File: src/logic/ft_bus_pkg.sv
package ft_bus_pkg;

    ////////////////////
    // chip bus widths
    ////////////////////

    // ft601 in 245 sync fifo mode, 32 bit variant
    localparam int bus_data_w = 32;
    localparam int bus_be_w   = 4;   // one enable per byte lane

    ////////////////////
    // arbiter types
    ////////////////////

    // bus ownership sequence
    typedef enum logic [1:0] {
        st_idle  = 2'd0,   // nobody on the bus, oe_n high
        st_bta   = 2'd1,   // turnaround, chip takes the bus
        st_read  = 2'd2,   // chip drives, rd_n low
        st_write = 2'd3    // fpga drives, wr_n strobed by tx port
    } bus_state_t;

    // last direction that held a grant
    typedef enum logic {
        dir_rx = 1'b0,
        dir_tx = 1'b1
    } bus_dir_t;

endpackage

File: src/logic/ft_stream_pkg.sv
package ft_stream_pkg;

    import ft_bus_pkg::*;

    ////////////////////
    // stream payload
    ////////////////////

    // one chip bus beat as carried on the streams
    // 36 bits packed, data in the upper part
    typedef struct packed {
        logic [bus_data_w-1:0] data;   // payload word
        logic [bus_be_w-1:0]   be;     // byte lanes valid
    } stream_word_t;

    ////////////////////
    // buffering
    ////////////////////

    // port fifo depth unless the top says otherwise
    // keep it a power of two, pointers wrap on their own
    localparam int default_fifo_depth = 16;

endpackage

File: src/logic/word_fifo.sv
`timescale 1ns/1ps

// show-ahead fifo, head word visible without a pop
module word_fifo #(
    parameter type payload_t = logic [7:0],
    parameter int  depth     = 16            // power of two, at least 2
) (
    input  logic                         clk,
    input  logic                         arst_n,
    // write side
    input  payload_t                     in_word,
    input  logic                         in_valid,
    output logic                         in_ready,
    // read side
    output payload_t                     out_word,
    output logic                         out_valid,
    input  logic                         out_ready,
    // empty entries left
    output logic [$clog2(depth+1)-1:0]   free_cnt
);

    localparam int addr_w = $clog2(depth);
    localparam int cnt_w  = $clog2(depth + 1);

    payload_t           mem [depth];    // storage, no reset
    logic [addr_w-1:0]  wr_ptr;
    logic [addr_w-1:0]  rd_ptr;
    logic [cnt_w-1:0]   cnt;            // words held
    logic [cnt_w-1:0]   cnt_nxt;
    logic               push;
    logic               pop;

    ////////////////////
    // handshakes
    ////////////////////

    assign push = in_valid && in_ready;
    assign pop  = out_valid && out_ready;

    // push and pop together leave the count alone
    assign cnt_nxt = cnt + cnt_w'(push) - cnt_w'(pop);

    ////////////////////
    // storage
    ////////////////////

    always_ff @(posedge clk) begin
        if (push) begin
            mem[wr_ptr] <= in_word;
        end
    end

    assign out_word  = mem[rd_ptr];         // head word
    assign out_valid = (cnt != '0);
    assign free_cnt  = cnt_w'(depth) - cnt;

    ////////////////////
    // pointers and count
    ////////////////////

    always_ff @(posedge clk or negedge arst_n) begin
        if (!arst_n) begin
            wr_ptr   <= '0;
            rd_ptr   <= '0;
            cnt      <= '0;
            in_ready <= 1'b0;               // opens on first edge after release
        end else begin
            if (push) begin
                wr_ptr <= wr_ptr + 1'b1;    // wraps at depth
            end
            if (pop) begin
                rd_ptr <= rd_ptr + 1'b1;
            end
            cnt      <= cnt_nxt;
            // registered so in_ready has no path from out_ready
            in_ready <= (cnt_nxt != cnt_w'(depth));
        end
    end

endmodule

File: src/logic/ft_bus_arbiter.sv
`timescale 1ns/1ps

// sequencer for the shared ft601 data bus
// idle -> bta -> read, or idle -> write, back to idle between grants
module ft_bus_arbiter
    import ft_bus_pkg::*;
#(
    parameter int max_burst = 8     // data cycles per grant
) (
    input  logic clk,
    input  logic arst_n,
    input  logic tx_req,            // tx fifo holds a word
    input  logic rx_req,            // rx fifo has room for two
    input  logic txe_n,             // chip has space, active low
    input  logic rxf_n,             // chip has data, active low
    output logic tx_grant,
    output logic rx_grant,
    output logic oe_n,
    output logic rd_n,
    output logic data_oe            // fpga drives data/be
);

    localparam int burst_w = $clog2(max_burst + 1);

    bus_state_t          state;
    bus_state_t          state_nxt;
    bus_dir_t            last_dir;       // who was served last
    bus_dir_t            last_dir_nxt;
    logic [burst_w-1:0]  burst_cnt;      // cycles spent in read or write
    logic                rd_ok;
    logic                wr_ok;
    logic                burst_end;
    logic                pick_rd;

    ////////////////////
    // request qualify
    ////////////////////

    assign rd_ok     = rx_req && !rxf_n;
    assign wr_ok     = tx_req && !txe_n;
    assign burst_end = (burst_cnt == burst_w'(max_burst - 1));   // last allowed cycle

    // round robin, read wins a tie unless it went last
    assign pick_rd = rd_ok && (!wr_ok || (last_dir == dir_tx));

    ////////////////////
    // next state
    ////////////////////

    always_comb begin
        state_nxt    = state;
        last_dir_nxt = last_dir;
        case (state)
            st_idle: begin
                if (pick_rd) begin
                    state_nxt    = st_bta;      // chip needs a turnaround first
                    last_dir_nxt = dir_rx;
                end else if (wr_ok) begin
                    state_nxt    = st_write;    // fpga already owns the bus
                    last_dir_nxt = dir_tx;
                end
            end
            st_bta: begin
                // request may have gone away during turnaround
                state_nxt = rd_ok ? st_read : st_idle;
            end
            st_read: begin
                if (!rd_ok || burst_end) begin
                    state_nxt = st_idle;
                end
            end
            st_write: begin
                if (!wr_ok || burst_end) begin
                    state_nxt = st_idle;
                end
            end
            default: begin
                state_nxt = st_idle;
            end
        endcase
    end

    ////////////////////
    // registers
    ////////////////////

    always_ff @(posedge clk or negedge arst_n) begin
        if (!arst_n) begin
            state     <= st_idle;
            last_dir  <= dir_tx;        // first tie goes to read
            burst_cnt <= '0;
        end else begin
            state    <= state_nxt;
            last_dir <= last_dir_nxt;
            // count only while a data state is held
            if ((state == st_read || state == st_write) && (state_nxt == state)) begin
                burst_cnt <= burst_cnt + 1'b1;
            end else begin
                burst_cnt <= '0;
            end
        end
    end

    ////////////////////
    // bus controls
    ////////////////////

    assign tx_grant = (state == st_write);
    assign rx_grant = (state == st_read);
    assign rd_n     = !rx_grant;                       // low only in st_read
    assign oe_n     = !((state == st_bta) || rx_grant); // chip drives in bta and read
    assign data_oe  = tx_grant;                        // never overlaps oe_n low

endmodule

File: src/logic/ft_tx_port.sv
`timescale 1ns/1ps

// host bound words, stream in and chip write strobes out
module ft_tx_port
    import ft_bus_pkg::*;
    import ft_stream_pkg::*;
#(
    parameter int fifo_depth = 16
) (
    input  logic                  clk,
    input  logic                  arst_n,
    // input stream
    input  logic [bus_data_w-1:0] in_data,
    input  logic [bus_be_w-1:0]   in_be,
    input  logic                  in_valid,
    output logic                  in_ready,
    // arbiter
    input  logic                  tx_grant,
    input  logic                  txe_n,
    output logic                  tx_req,
    // chip side
    output logic [bus_data_w-1:0] data_out,
    output logic [bus_be_w-1:0]   be_out,
    output logic                  wr_n
);

    stream_word_t  in_word;
    stream_word_t  head_word;
    logic          head_valid;
    logic          wr_go;           // one word goes to the chip

    assign in_word.data = in_data;
    assign in_word.be   = in_be;

    word_fifo #(
        .payload_t (stream_word_t),
        .depth     (fifo_depth)
    ) tx_fifo_i (
        .clk       (clk),
        .arst_n    (arst_n),
        .in_word   (in_word),
        .in_valid  (in_valid),
        .in_ready  (in_ready),
        .out_word  (head_word),
        .out_valid (head_valid),
        .out_ready (wr_go),         // pop on every strobe
        .free_cnt  ()
    );

    assign tx_req = head_valid;

    // granted, chip has room, something to send
    assign wr_go = tx_grant && !txe_n && head_valid;
    assign wr_n  = !wr_go;

    // head word sits on the bus, data_oe gates it at the pads
    assign data_out = head_word.data;
    assign be_out   = head_word.be;

endmodule

File: src/logic/ft_rx_port.sv
`timescale 1ns/1ps

// device bound words, chip reads in and stream out
module ft_rx_port
    import ft_bus_pkg::*;
    import ft_stream_pkg::*;
#(
    parameter int fifo_depth = 16
) (
    input  logic                  clk,
    input  logic                  arst_n,
    // chip side
    input  logic [bus_data_w-1:0] data_in,
    input  logic [bus_be_w-1:0]   be_in,
    input  logic                  rxf_n,
    input  logic                  rd_n,      // from the arbiter
    output logic                  rx_req,
    // output stream
    output logic [bus_data_w-1:0] out_data,
    output logic [bus_be_w-1:0]   out_be,
    output logic                  out_valid,
    input  logic                  out_ready
);

    localparam int cnt_w = $clog2(fifo_depth + 1);

    stream_word_t      cap_word;
    stream_word_t      head_word;
    logic              cap_valid;    // chip word on the bus this cycle
    logic [cnt_w-1:0]  free_cnt;

    assign cap_word.data = data_in;
    assign cap_word.be   = be_in;

    // a word is only there when both strobes are low
    assign cap_valid = !rd_n && !rxf_n;

    word_fifo #(
        .payload_t (stream_word_t),
        .depth     (fifo_depth)
    ) rx_fifo_i (
        .clk       (clk),
        .arst_n    (arst_n),
        .in_word   (cap_word),
        .in_valid  (cap_valid),
        .in_ready  (),               // margin below keeps it open
        .out_word  (head_word),
        .out_valid (out_valid),
        .out_ready (out_ready),
        .free_cnt  (free_cnt)
    );

    // two free slots, rd_n stays low one cycle after the stop decision
    assign rx_req = (free_cnt >= cnt_w'(2));

    assign out_data = head_word.data;
    assign out_be   = head_word.be;

endmodule

File: src/logic/ft601_bridge.sv
`timescale 1ns/1ps

// ft601 245 sync fifo bridge, single clock, pad tristate outside
module ft601_bridge
    import ft_bus_pkg::*;
    import ft_stream_pkg::*;
#(
    parameter int fifo_depth = default_fifo_depth,   // both ports
    parameter int max_burst  = 8
) (
    input  logic                  clk,               // also the chip clock
    input  logic                  arst_n,
    // stream toward the chip
    input  logic [bus_data_w-1:0] in_data,
    input  logic [bus_be_w-1:0]   in_be,
    input  logic                  in_valid,
    output logic                  in_ready,
    // stream from the chip
    output logic [bus_data_w-1:0] out_data,
    output logic [bus_be_w-1:0]   out_be,
    output logic                  out_valid,
    input  logic                  out_ready,
    // chip pins, split direction
    input  logic [bus_data_w-1:0] data_in,
    input  logic [bus_be_w-1:0]   be_in,
    input  logic                  txe_n,
    input  logic                  rxf_n,
    output logic [bus_data_w-1:0] data_out,
    output logic [bus_be_w-1:0]   be_out,
    output logic                  data_oe,
    output logic                  oe_n,
    output logic                  rd_n,
    output logic                  wr_n
);

    logic tx_req;
    logic rx_req;
    logic tx_grant;

    ft_tx_port #(.fifo_depth(fifo_depth)) tx_port_i (
        .clk(clk), .arst_n(arst_n),
        .in_data(in_data), .in_be(in_be), .in_valid(in_valid), .in_ready(in_ready),
        .tx_grant(tx_grant), .txe_n(txe_n), .tx_req(tx_req),
        .data_out(data_out), .be_out(be_out), .wr_n(wr_n)
    );

    ft_rx_port #(.fifo_depth(fifo_depth)) rx_port_i (
        .clk(clk), .arst_n(arst_n),
        .data_in(data_in), .be_in(be_in), .rxf_n(rxf_n), .rd_n(rd_n), .rx_req(rx_req),
        .out_data(out_data), .out_be(out_be), .out_valid(out_valid), .out_ready(out_ready)
    );

    ft_bus_arbiter #(.max_burst(max_burst)) arbiter_i (
        .clk(clk), .arst_n(arst_n),
        .tx_req(tx_req), .rx_req(rx_req), .txe_n(txe_n), .rxf_n(rxf_n),
        .tx_grant(tx_grant), .rx_grant(),    // read grant travels as rd_n
        .oe_n(oe_n), .rd_n(rd_n), .data_oe(data_oe)
    );

endmodule

File: config.mk
export PLATFORM = sky130hd
export DESIGN_NAME = ft601_bridge
export DESIGN_NICKNAME = d
export VERILOG_FILES = /design/src/logic/ft_bus_pkg.sv /design/src/logic/ft_stream_pkg.sv /design/src/logic/word_fifo.sv /design/src/logic/ft_bus_arbiter.sv /design/src/logic/ft_tx_port.sv /design/src/logic/ft_rx_port.sv /design/src/logic/ft601_bridge.sv
export SDC_FILE = /design/constraint.sdc
export NUM_CORES = 1
export LEC_CHECK = 0
export ABC_CLOCK_PERIOD_IN_PS = 3900
export BUFFER_PORTS_ARGS = -buffer_cell sky130_fd_sc_hd__buf_2
export CORE_ASPECT_RATIO = 1.1
export CORE_UTILIZATION = 55
export CTS_BUF_LIST = sky130_fd_sc_hd__clkbuf_4 sky130_fd_sc_hd__clkbuf_8 sky130_fd_sc_hd__clkbuf_16
export DETAILED_ROUTE_END_ITERATION = 8
export GPL_TIMING_DRIVEN = 0
export PLACE_DENSITY = 0.76
export SKIP_CTS_REPAIR_TIMING = 1
export SYNTH_ARGS = -nofsm -noshare
export SYNTH_HDL_FRONTEND = slang
export SYNTH_SLANG_ARGS = --single-unit
File: constraint.sdc
create_clock -name clk -period 3.9 [get_ports clk]
set_input_delay 0.78 -clock clk [delete_from_list [all_inputs] [get_ports clk]]
set_output_delay 0.78 -clock clk [all_outputs]
set_load 0.01 [all_outputs]
# Yosys cells after proc, flatten, opt, wreduce, memory -nomap -nowiden
# Memory sizes are Yosys's and may differ from the RTL's.
# Cells that the tools add are included.
dict set report totals {
  reg_bits 35
  ramBits 1152
  inputBits 78
  out_inout_bits 78
  n_memories 2
}
dict set report classes {
  add_sub_neg 10
  magnitude_cmp 1
  n_eq_ne 7
  n_mux 13
  reduce_logical 28
}
# name words width rd rd_clocked_by_memory_dff write_ports line_no
set mem_list {}
lappend mem_list {rx_port_i.rx_fifo_i.mem 16 36 1 0 1 word_fifo.sv:25} ;# payload_t mem [depth];
lappend mem_list {tx_port_i.tx_fifo_i.mem 16 36 1 0 1 word_fifo.sv:25}
# op n
set ops {}
lappend ops {{$add 4x1->4 const B} 5}
lappend ops {{$logic_and 1x1->1} 11}
lappend ops {{$add 5x1->5} 2}
lappend ops {{$mux 2} 5}
lappend ops {{$ne 5x5->1 const B} 2}
lappend ops {{$reduce_bool 5->1} 2}
lappend ops {{$sub 5x1->5} 2}
lappend ops {{$pmux 2 s4} 1}
lappend ops {{$logic_not 1->1} 7}
lappend ops {{$mux 1} 6}
lappend ops {{$ge 5x2->1 const B} 1}
lappend ops {{$logic_or 1x1->1} 5}
lappend ops {{$sub 5x5->5 const A} 1}
lappend ops {{$eq 2x2->1 const B} 2}
lappend ops {{$eq 4x3->1 const B} 1}
lappend ops {{$mux 4} 1}
lappend ops {{$eq 2x1->1 const B} 1}
lappend ops {{$eq 2x2->1} 1}
lappend ops {{$logic_not 2->1} 1}
lappend ops {{$reduce_and 2->1} 1}
lappend ops {{$reduce_bool 2->1} 1}

# Longest topological paths before layout
# Gate-level depths: netlist of run 1.
dict set report logic_depth {
  ltp_word 10
  ltp_mapped 17
  ltp_nobuf 16
}

# Hierarchy
# From an unflattened synthesis of run 1, not the netlist that was laid out.
dict set report hier_totals {
  cells_unflattened 2313
  hier_area_um2 46597.2
}
# module n_inst cells_each area_per_inst_um2
set by_module_without_submodules {}
lappend by_module_without_submodules {{word_fifo at tx_port_i.tx_fifo_i} 1 1127 23035.8}
lappend by_module_without_submodules {{word_fifo at rx_port_i.rx_fifo_i} 1 1127 23022.1}
lappend by_module_without_submodules {ft_bus_arbiter 1 55 511.7}
lappend by_module_without_submodules {ft_tx_port 1 2 16.3}
lappend by_module_without_submodules {ft_rx_port 1 2 11.3}

# Worst setup path before layout of run 1
# No wires, ideal clock.
dict set report synth_timing {
  path_kind {input to register}
  start {input rxf_n}
  end {memory rx_port_i.rx_fifo_i.mem[3][0] (netlist bit), enable pin}
  setup_ns 0.474
  arrival_ns 3.831
  slack_ns -0.405
  cell_stages 3
  path_buffers 0
  cell_sequence {nor2_1 -> nand2_1 -> nor3_1}
}
dict set report synth_via {
  elab_chain_len 5
}
# item line_no
set synth_lines {}
lappend synth_lines {{from (decl)} ft601_bridge.sv:27} ;# input logic rxf_n,
lappend synth_lines {{$logic_not 1->1} ft_rx_port.sv:36} ;# assign cap_valid = !rd_n && !rxf_n;
lappend synth_lines {{$logic_and 1x1->1} ft_rx_port.sv:36}
lappend synth_lines {{$logic_and 1x1->1} word_fifo.sv:37} ;# assign push = in_valid && in_ready;
lappend synth_lines {{$mux 1} word_fifo.sv:48} ;# if (push) begin
lappend synth_lines {{$mux 1 (not written as such)} word_fifo.sv:49} ;# mem[wr_ptr] <= in_word;
lappend synth_lines {{to (decl)} word_fifo.sv:25}
# No other way between the ends.

# Worst setup path after layout of run 1
dict set report layout_timing {
  start {register rx_port_i.rx_fifo_i.rd_ptr[0]}
  end {output out_data[0]}
}
dict set report layout_via {
  elab_chain_len 1
}
# item line_no
set layout_lines {}
lappend layout_lines {{from (decl)} word_fifo.sv:27} ;# logic [addr_w-1:0] rd_ptr;
lappend layout_lines {{from (signal assigned)} word_fifo.sv:72} ;# rd_ptr <= rd_ptr + 1'b1;
lappend layout_lines {{$mem_v2 16x36} n/a}
lappend layout_lines {{to (decl)} ft601_bridge.sv:19} ;# output logic [bus_data_w-1:0] out_data,
# No other way between the ends.

==> results of run 1 <==
==> path summary, 6_finish.rpt <==
| kind | end |
|---|---|
| setup / recovery | out_data[0] |
| hold / removal | rx_port_i.rx_fifo_i.rd_ptr[3] |
| setup reg to reg | rx_port_i.rx_fifo_i.in_ready |
| hold reg to reg | arbiter_i.burst_cnt[0] |
| max in group asynchronous | tx_port_i.tx_fifo_i.cnt[2] |
| min in group clk | rx_port_i.rx_fifo_i.mem[7][21] |
==> cells by family after synthesis <==
family                   Yosys count  synth area share (%)
buffers and inverters            112                 2.303
XOR/XNOR                          24                0.4488
AO/OA/AOI/OAI                     22                0.3500
multiplexers                     363                 19.24
AND/OR/NAND/NOR                   88                0.9858
adder cells (fa/ha/maj)           34                0.9404
flip-flops                      1187                 75.74
==> cells in the final DEF, fill, tap and decap left out, drive strengths merged, types with 2 or more instances in the layout <==
| cell type | n |
|---|---|
| a21o | 2 |
| a21oi | 7 |
| a31oi | 2 |
| and2 | 13 |
| and3 | 5 |
| buf | 241 |
| bufinv | 17 |
| clkbuf | 172 |
| clkinv | 48 |
| clkinvlp | 2 |
| dfrtp | 34 |
| diode | 8 |
| edfxtp | 1152 |
| fa | 2 |
| ha | 32 |
| inv | 30 |
| mux2 | 3 |
| mux4 | 360 |
| nand2 | 17 |
| nand2b | 3 |
| nand3 | 4 |
| nand4 | 4 |
| nor2 | 21 |
| nor2b | 3 |
| nor3 | 10 |
| nor3b | 3 |
| nor4b | 2 |
| o21ai | 2 |
| xnor2 | 19 |
| xor2 | 5 |
==> routing by layer <==
layer,up-vias,track usage (%),wire [um]
li1,8735,-,-
met5,-,0,81
met4,12,7.739,2724
met3,200,4.288,8112
met1,11230,31.70,39340
met2,1073,42.83,55180
==> registers in the layout, summed over array words and instances (netlist names) <==
name                          count
tx_port_i.tx_fifo_i.wr_ptr        4
arbiter_i.state                   2
arbiter_i.last_dir                1
rx_port_i.rx_fifo_i.cnt           5
arbiter_i.burst_cnt               4
tx_port_i.tx_fifo_i.in_ready      1
tx_port_i.tx_fifo_i.cnt           5
rx_port_i.rx_fifo_i.mem         576
rx_port_i.rx_fifo_i.rd_ptr        4
tx_port_i.tx_fifo_i.rd_ptr        4
rx_port_i.rx_fifo_i.in_ready      1
tx_port_i.tx_fifo_i.mem         576
rx_port_i.rx_fifo_i.wr_ptr        4
==> cell type report <==
class / count / area (um2)
sequential: 1187 / 35470
fill: 5243 / 29920
multi-input combinational: 531 / 10440
clock buffer: 135 / 2958
timing repair buffer: 196 / 1714
tap: 1130 / 1414
buffer: 83 / 970.9
clock inverter: 69 / 869.6
inverter: 28 / 105.1
antenna: 8 / 20.02
==> power by group through the flow <==
stage          Combinational (uW)  Sequential (uW)  Clock [uW]
3_3_place_gp                10900            15700           0
5_1_grt                     12000            15500       11800
4_1_cts                     11600            15400       11300
2_1_floorplan                7530            15600           0
3_5_place_dp                11400            15700           0
6_report                    11500            15400       11200
==> per-stage QoR <==
stage	std cells	utilization (%)	TNS, ns	power [uW]	hold slack (ns)
after floorplan	1830	-	0	23110	0.4557
after global placement	3115	58.46	-980.78	26560	0.4699
after detailed placement	3156	59.74	0	27100	0.5073
after CTS	3360	64.31	-0.9596	38340	0.2191
after global routing	3364	64.32	0	39260	0.2746
final	3367	64.33	0	38140	0.2213
==> impl_metrics.tcl, run 1 <==
set metrics [dict create \
    synthesis.instances 1830 \
    drive_gt1_share_pct 28.04 \
    die_x_um 280.2 \
    grt_usage_pct 24.61 \
    comb_power_share_pct 30.1 \
    synth_most_common_cell "edfxtp_1" \
    clk_pin_slew_ns 0.06 \
    antenna_found_initial 14 \
    ys_seq_elements 1187 \
    cp_num_cells 5 \
    core_area_mm2 0.08389 \
    cts_root_buf "clkbuf_16" \
    ys_types 50 \
    power_switching_share_pct 28.90 \
    vias 21250 \
    crit_path_cell_trace "buf_6 > buf_8 > mux4_1 > mux4_2 > buf_2" \
    slew_violations 0 \
    gr-total-overflow 0 \
    cp_slowest_stage_delay_ns 0.59 \
    slew_headroom_pct 30.92 \
    vias_per_cell 6.312 \
    grt_pass1_wl_um 149300 \
    top_level_ports 156 \
    rsz0062_at_grt "false" \
    clock_skew_ns 0.06534 \
    reg2reg_slack_ns 0.50 \
    p_int_uw 27120 \
    fin_ws_ns 0.1535 \
    irDropWorstVdd_v 0.0004662 \
    timing.final.crit_share_pct 96.06 \
    crit_fanout 10 \
    synth.avg_cell_area_um2 25.59 \
    min_period_ns 3.747 \
    nets 2250 \
    initial_core_util_pct 55.83 \
    power_leakage_uw 0.01807 \
    die_h_um 308.1 \
    async_flop_share_pct 2.949 \
    cts-htree-levels 3 \
    outcome "completed" \
    grt_max_degree 36 \
    ys_seq_area_share_pct 75.74 \
    cp_top_family "multiplexers" \
    numPortBuffers 155 \
    crit_type "reg -> out" \
    r2r-start "rx_port_i.rx_fifo_i.cnt[1]" \
    arrival_ns 2.97 \
    power_density_mw_per_mm2 706.8 \
    syn_to_final_growth_pct 15.22 \
    fin_area_mm2 0.05396 \
    synth_top_area_share_pct 73.86 \
    cts_tree "done" \
    dr.pass1.iters 5 \
    tightest_slew_ns 1.036 \
    pre_cts_ws_ns 0.4247 \
    fmax_mhz 266.9 \
    cap_violations 0 \
    place_area_mm2 0.05012 \
    switching_power_uw 11020 \
    pwr-share-seq_pct 40.5 \
    wl_um 105400 \
    crit_required_ns 3.12 \
    die-area_mm2 0.08632 \
    syn-cell-area_mm2 0.04683 \
    rows 111 \
    hp-class "in -> async" \
    crit_start "rx_port_i.rx_fifo_i.rd_ptr[0]" \
    worst_setup_path_end_kind "output pin" \
    synth_edf_count 1152 \
    yosys_most_used_dff "edfxtp_1" \
    antenna_left 0 \
    cts_inserted_buffers 111 \
    drtIter0Drc 2299 \
    gp_congestion 0.7227 \
    r2r_cells 17 \
    syn-num-nets 1942 \
    final-setup-viol-count 0 \
    post-dp-hpwl_um 60720 \
    grt_pass1_vias 21790 \
    yosys_warnings 0 \
    critPathBufInv 3 \
    yosys-top-cells-area "edfxtp_1 (74%), mux4_1 (13%), mux4_2 (6.2%)" \
    critPathLaunchType "register" \
    cts_buffer_depth 3 \
    worstSkewPairLatency_ns 0.72 \
    drc 0 \
    critPathSlowestCell "mux4_1" \
    hold_violations 0 \
    pwr-share-clk_pct 29.5 \
    yosys.area.top_type "edfxtp_1" \
    ys_top_cells_by_count "edfxtp_1 (1152), mux4_1 (231), mux4_2 (129)" \
    wl_per_cell_um 31.31 \
    clock_sinks 1187 \
]
Power figures use the tool's default switching activity.
==> inputs of run 2 (changes only) <==
Settings changed: SYNTH_HIERARCHICAL from default to 1.
==> impl_metrics.tcl, run 2 <==
set metrics [dict create \
    outcome "completed" \
    cp_slowest_stage_delay_ns 0.63 \
    layout_common_cells "edfxtp_1 (1152), mux2i_1 (288), buf_2 (169), mux4_2 (144), clkbuf_16 (111)" \
    cts_inserted_buffers 111 \
    fin_area_mm2 0.05327 \
    vias 23790 \
    crit_required_ns 3.12 \
    drtIter0Drc 2248 \
    layout_commonest_cell "edfxtp_1" \
    cp_common_cell "buf_2" \
    synthesis.instances 2307 \
    core_area_mm2 0.08361 \
    clock_skew_ns 0.05644 \
    top_level_ports 156 \
    syn-num-nets 2421 \
    die_x_um 279.4 \
    worstSkewPairLatency_ns 0.72 \
    critPathSlowestCell "a221oi_1" \
    power_uw 38570 \
    clk_pin_slew_ns 0.06 \
    fmax_mhz 265.3 \
    cts_tree "done" \
    crit_fanout 10 \
    numPortBuffers 155 \
    wl_um 106500 \
    place_area_mm2 0.04947 \
    crit_path_cell_trace "and2_1 > buf_2 > buf_1 > a221oi_1 > a22oi_1 > nand2_1 > buf_2" \
    final-setup-viol-count 0 \
    rows 111 \
    slew_headroom_pct 32.36 \
    post-dp-hpwl_um 66170 \
    slew_violations 0 \
    dr.pass1.iters 7 \
    crit_type "reg -> out" \
    worst_setup_path_end_kind "output pin" \
    rsz0062_at_grt "false" \
    critPathLaunchType "register" \
    cts_root_buf "clkbuf_16" \
    met3_length_um 7074 \
    cts-htree-levels 3 \
    tightest_slew_ns 1.015 \
    hold_violations 0 \
    wl_per_cell_um 27.73 \
    fillers 5546 \
    power_density_mw_per_mm2 724.1 \
    drive_gt1_share_pct 24.44 \
    grt_pass1_wl_um 156700 \
    antenna_left 0 \
    top_layer "met5" \
    yosys_warnings 6 \
    die_h_um 307.1 \
    nets 2721 \
    gr-total-overflow 0 \
    grt_usage_pct 25.03 \
    min_period_ns 3.769 \
    r2r_cells 17 \
    cap_violations 0 \
    arrival_ns 2.99 \
    grt_max_degree 36 \
    drc 0 \
    top_regs "rx_port_i/rx_fifo_i/mem (576), tx_port_i/tx_fifo_i/mem (576)" \
    die-area_mm2 0.08581 \
    vias_per_cell 6.196 \
    synth.avg_cell_area_um2 20.18 \
    route.met2.wl_um 56980 \
    antenna_found_initial 15 \
    utilization_pct 63.71 \
    cts_buffer_depth 3 \
    syn_to_final_growth_pct 14.42 \
    wl_met1_um 38570 \
    syn-cell-area_mm2 0.04655 \
    power_leakage_uw 0.01821 \
    irDropWorstVdd_v 0.0005721 \
    hp-class "in -> async" \
    timing.final.crit_share_pct 96.65 \
    gp_congestion 0.8037 \
    initial_core_util_pct 55.68 \
    grt_pass1_vias 25200 \
    holdWs_ns 0.2220 \
    clock_sinks 1187 \
]
-- run 2: layer usage --
| metal | vias up | track usage, % |
|---|---|---|
| li1 | 10170 | - |
| met1 | 12400 | 29.43 |
| met2 | 961 | 45.41 |
| met3 | 249 | 4.680 |
| met4 | 10 | 9.569 |
| met5 | - | 0 |
-- run 2: cell type report --
| type | count | area, um2 | area share (%) |
|---|---|---|---|
| plain buffers | 121 | 795.8 | 1.494 |
| clock inverters | 66 | 726.9 | 1.365 |
| inverters | 35 | 131.4 | 0.2466 |
| diodes | 9 | 22.52 | 0.04228 |
| flip-flops and latches | 1187 | 35470 | 66.59 |
| well taps | 1130 | 1414 | 2.654 |
| multi-input cells | 964 | 10210 | 19.17 |
| clock buffers | 140 | 3033 | 5.694 |
| repair buffers | 187 | 1461 | 2.744 |
-- run 2: path summary, 6_finish.rpt --
check	start	to	slack, ns
max	tx_port_i/tx_fifo_i/rd_ptr[1]	data_out[28]	0.13
min	arst_n	tx_port_i/tx_fifo_i/rd_ptr[2]	0.22
max reg2reg	tx_port_i/tx_fifo_i/cnt[1]	tx_port_i/tx_fifo_i/in_ready	0.31
min reg2reg	arbiter_i/last_dir	arbiter_i/last_dir	0.48
max in group asynchronous	arst_n	tx_port_i/tx_fifo_i/rd_ptr[0]	3.06
min in group clk	txe_n	arbiter_i/last_dir	0.40
-- run 2: where the power goes --
part	switching (uW)	internal, uW
clock	4640	6270
combinational	7390	4930
sequential	339	15000
total	12400	26200
-- run 2: stage by stage --
stage	worst slack (ns)	std cells	TNS, ns
finish	0.1305	3839	0
detailed placement	0.3083	3624	0
global placement	-0.2383	3592	-38.13
floorplan	0.9193	2307	0
global route	0.001339	3832	0
CTS	-0.1050	3830	-0.5710
-- run 2: critical path: cells and delay by family (launching register included) --
family | cells | cell delay (ns)
flip-flops | 1 | 0.42
AND/OR/NAND/NOR | 2 | 0.32
AO/OA/AOI/OAI | 2 | 0.83
buffers and inverters | 3 | 0.70
==> inputs of run 3 (changes only) <==
Settings changed: BUFFER_PORTS_ARGS -buffer_cell sky130_fd_sc_hd__buf_2 to -buffer_cell sky130_fd_sc_hd__buf_4.
==> impl_metrics.tcl, run 3 (synthesized netlist as in run 2, its figures left out) <==
set metrics [dict create \
    gp_congestion 0.8035 \
    irDropWorstVdd_v 0.0005515 \
    crit_path_cell_trace "buf_2 > buf_1 > mux4_2 > a22oi_1 > nand2_1 > buf_4" \
    fin_ws_ns 0.06268 \
    power_density_mw_per_mm2 724.2 \
    crit_required_ns 3.12 \
    clock_sinks 1187 \
    syn_to_final_growth_pct 15.02 \
    cts-htree-levels 3 \
    fillers 5494 \
    crit_fanout 10 \
    arrival_ns 3.06 \
    nets 2723 \
    top_level_ports 156 \
    antenna_left 0 \
    dr.pass1.iters 7 \
    rows 111 \
    wl_um 106100 \
    fmax_mhz 260.6 \
    post-dp-hpwl_um 66300 \
    core_area_mm2 0.08361 \
    slew_violations 0 \
    power_leakage_uw 0.01833 \
    holdWs_ns 0.07122 \
    grt_max_degree 36 \
    cts_root_buf "clkbuf_16" \
    place_area_mm2 0.04986 \
    clk_pin_slew_ns 0.06 \
    cts_buffer_depth 3 \
    die_h_um 307.1 \
    placed_cells 3624 \
    gr-total-overflow 0 \
    grt_usage_pct 24.89 \
    vias_per_cell 6.234 \
    grt_pass1_vias 25010 \
    die_x_um 279.4 \
    drtIter0Drc 2408 \
    cts_tree "done" \
    cts_inserted_buffers 113 \
    stdcell_count 3838 \
    numPortBuffers 155 \
    cp_num_cells 6 \
    timing.final.crit_share_pct 98.39 \
    initial_core_util_pct 55.68 \
    fin_area_mm2 0.05355 \
    critPathSlowestCell "buf_1" \
    drive_gt1_share_pct 24.62 \
    cp_slowest_stage_delay_ns 0.66 \
    worst_setup_path_end_kind "output pin" \
    clock_skew_ns 0.05702 \
    tightest_slew_ns 1.008 \
    vias 23930 \
    worstSkewPairLatency_ns 0.70 \
    utilization_pct 64.05 \
    hp-class "in -> async" \
    layout_commonest_cell "edfxtp_1" \
    critPathLaunchType "register" \
    die-area_mm2 0.08581 \
    top_regs "rx_port_i/rx_fifo_i/mem (576), tx_port_i/tx_fifo_i/mem (576)" \
    wl_per_cell_um 27.63 \
    cp_top_family "buffers and inverters" \
    final-setup-viol-count 0 \
    outcome "completed" \
    grt_pass1_wl_um 155800 \
    slew_headroom_pct 32.81 \
    antenna_found_initial 6 \
    critPathBufInv 3 \
    pre_cts_ws_ns 0.3066 \
    cap_violations 0 \
    reg2reg_slack_ns 0.41 \
    drc 0 \
    hold_violations 0 \
    r2r_cells 17 \
    crit_type "reg -> out" \
    layout_common_cells "edfxtp_1 (1152), mux2i_1 (288), buf_4 (178), mux4_2 (144), clkbuf_16 (115)" \
    min_period_ns 3.837 \
]
[run 3: cell count changes in the layout (fill, tap and decap cells not counted), sizes merged]
cell and delta:
bufinv -6, clkinv -2, clkbuf +12, diode -6, buf +1
[run 3: final cells by class]
| class | count | area, um2 | share of cell area, % |
|---|---|---|---|
| buffer | 121 | 792.0 | 1.479 |
| timing repair buffer | 187 | 1849 | 3.453 |
| sequential | 1187 | 35470 | 66.24 |
| clock buffer | 153 | 3188 | 5.954 |
| clock inverter | 58 | 485.5 | 0.9066 |
| antenna | 3 | 7.507 | 0.01402 |
| inverter | 35 | 131.4 | 0.2453 |
| tap | 1130 | 1414 | 2.640 |
| multi-input combinational | 964 | 10210 | 19.07 |
[run 3: final timing paths]
path,startpoint,to
max in group asynchronous,arst_n,tx_port_i/tx_fifo_i/wr_ptr[1]
min in group clk,txe_n,arbiter_i/last_dir
worst min register to register,arbiter_i/burst_cnt[0],arbiter_i/burst_cnt[0]
worst max register to register,tx_port_i/tx_fifo_i/cnt[1],tx_port_i/tx_fifo_i/in_ready
worst max-delay path,rx_port_i/rx_fifo_i/rd_ptr[1],out_data[31]
worst min-delay path,arst_n,rx_port_i/rx_fifo_i/rd_ptr[2]
[run 3: where the power goes]
part | internal [uW] | total [uW] | switching, uW | leakage, uW
clock | 6080 | 10700 | 4610 | 0.00185
combinational | 5350 | 12800 | 7410 | 0.00568
sequential | 15000 | 15300 | 340 | 0.0108
total | 26400 | 38800 | 12400 | 0.0183
[run 3: layer usage]
metal	global-route usage (%)	part of all wire (%)	wire, um
met5	0	0.035	37
met1	30.06	37	38760
met2	44.86	54	56790
met3	3.814	6.6	6968
met4	9.747	3.3	3491
[run 3: metrics by stage]
stage | power [uW] | TNS [ns]
2_1_floorplan | 23560 | 0
3_3_place_gp | 27780 | -32.22
3_5_place_dp | 28310 | 0
4_1_cts | 38970 | -0.1031
5_1_grt | 40250 | -0.0008376
6_report | 38780 | 0
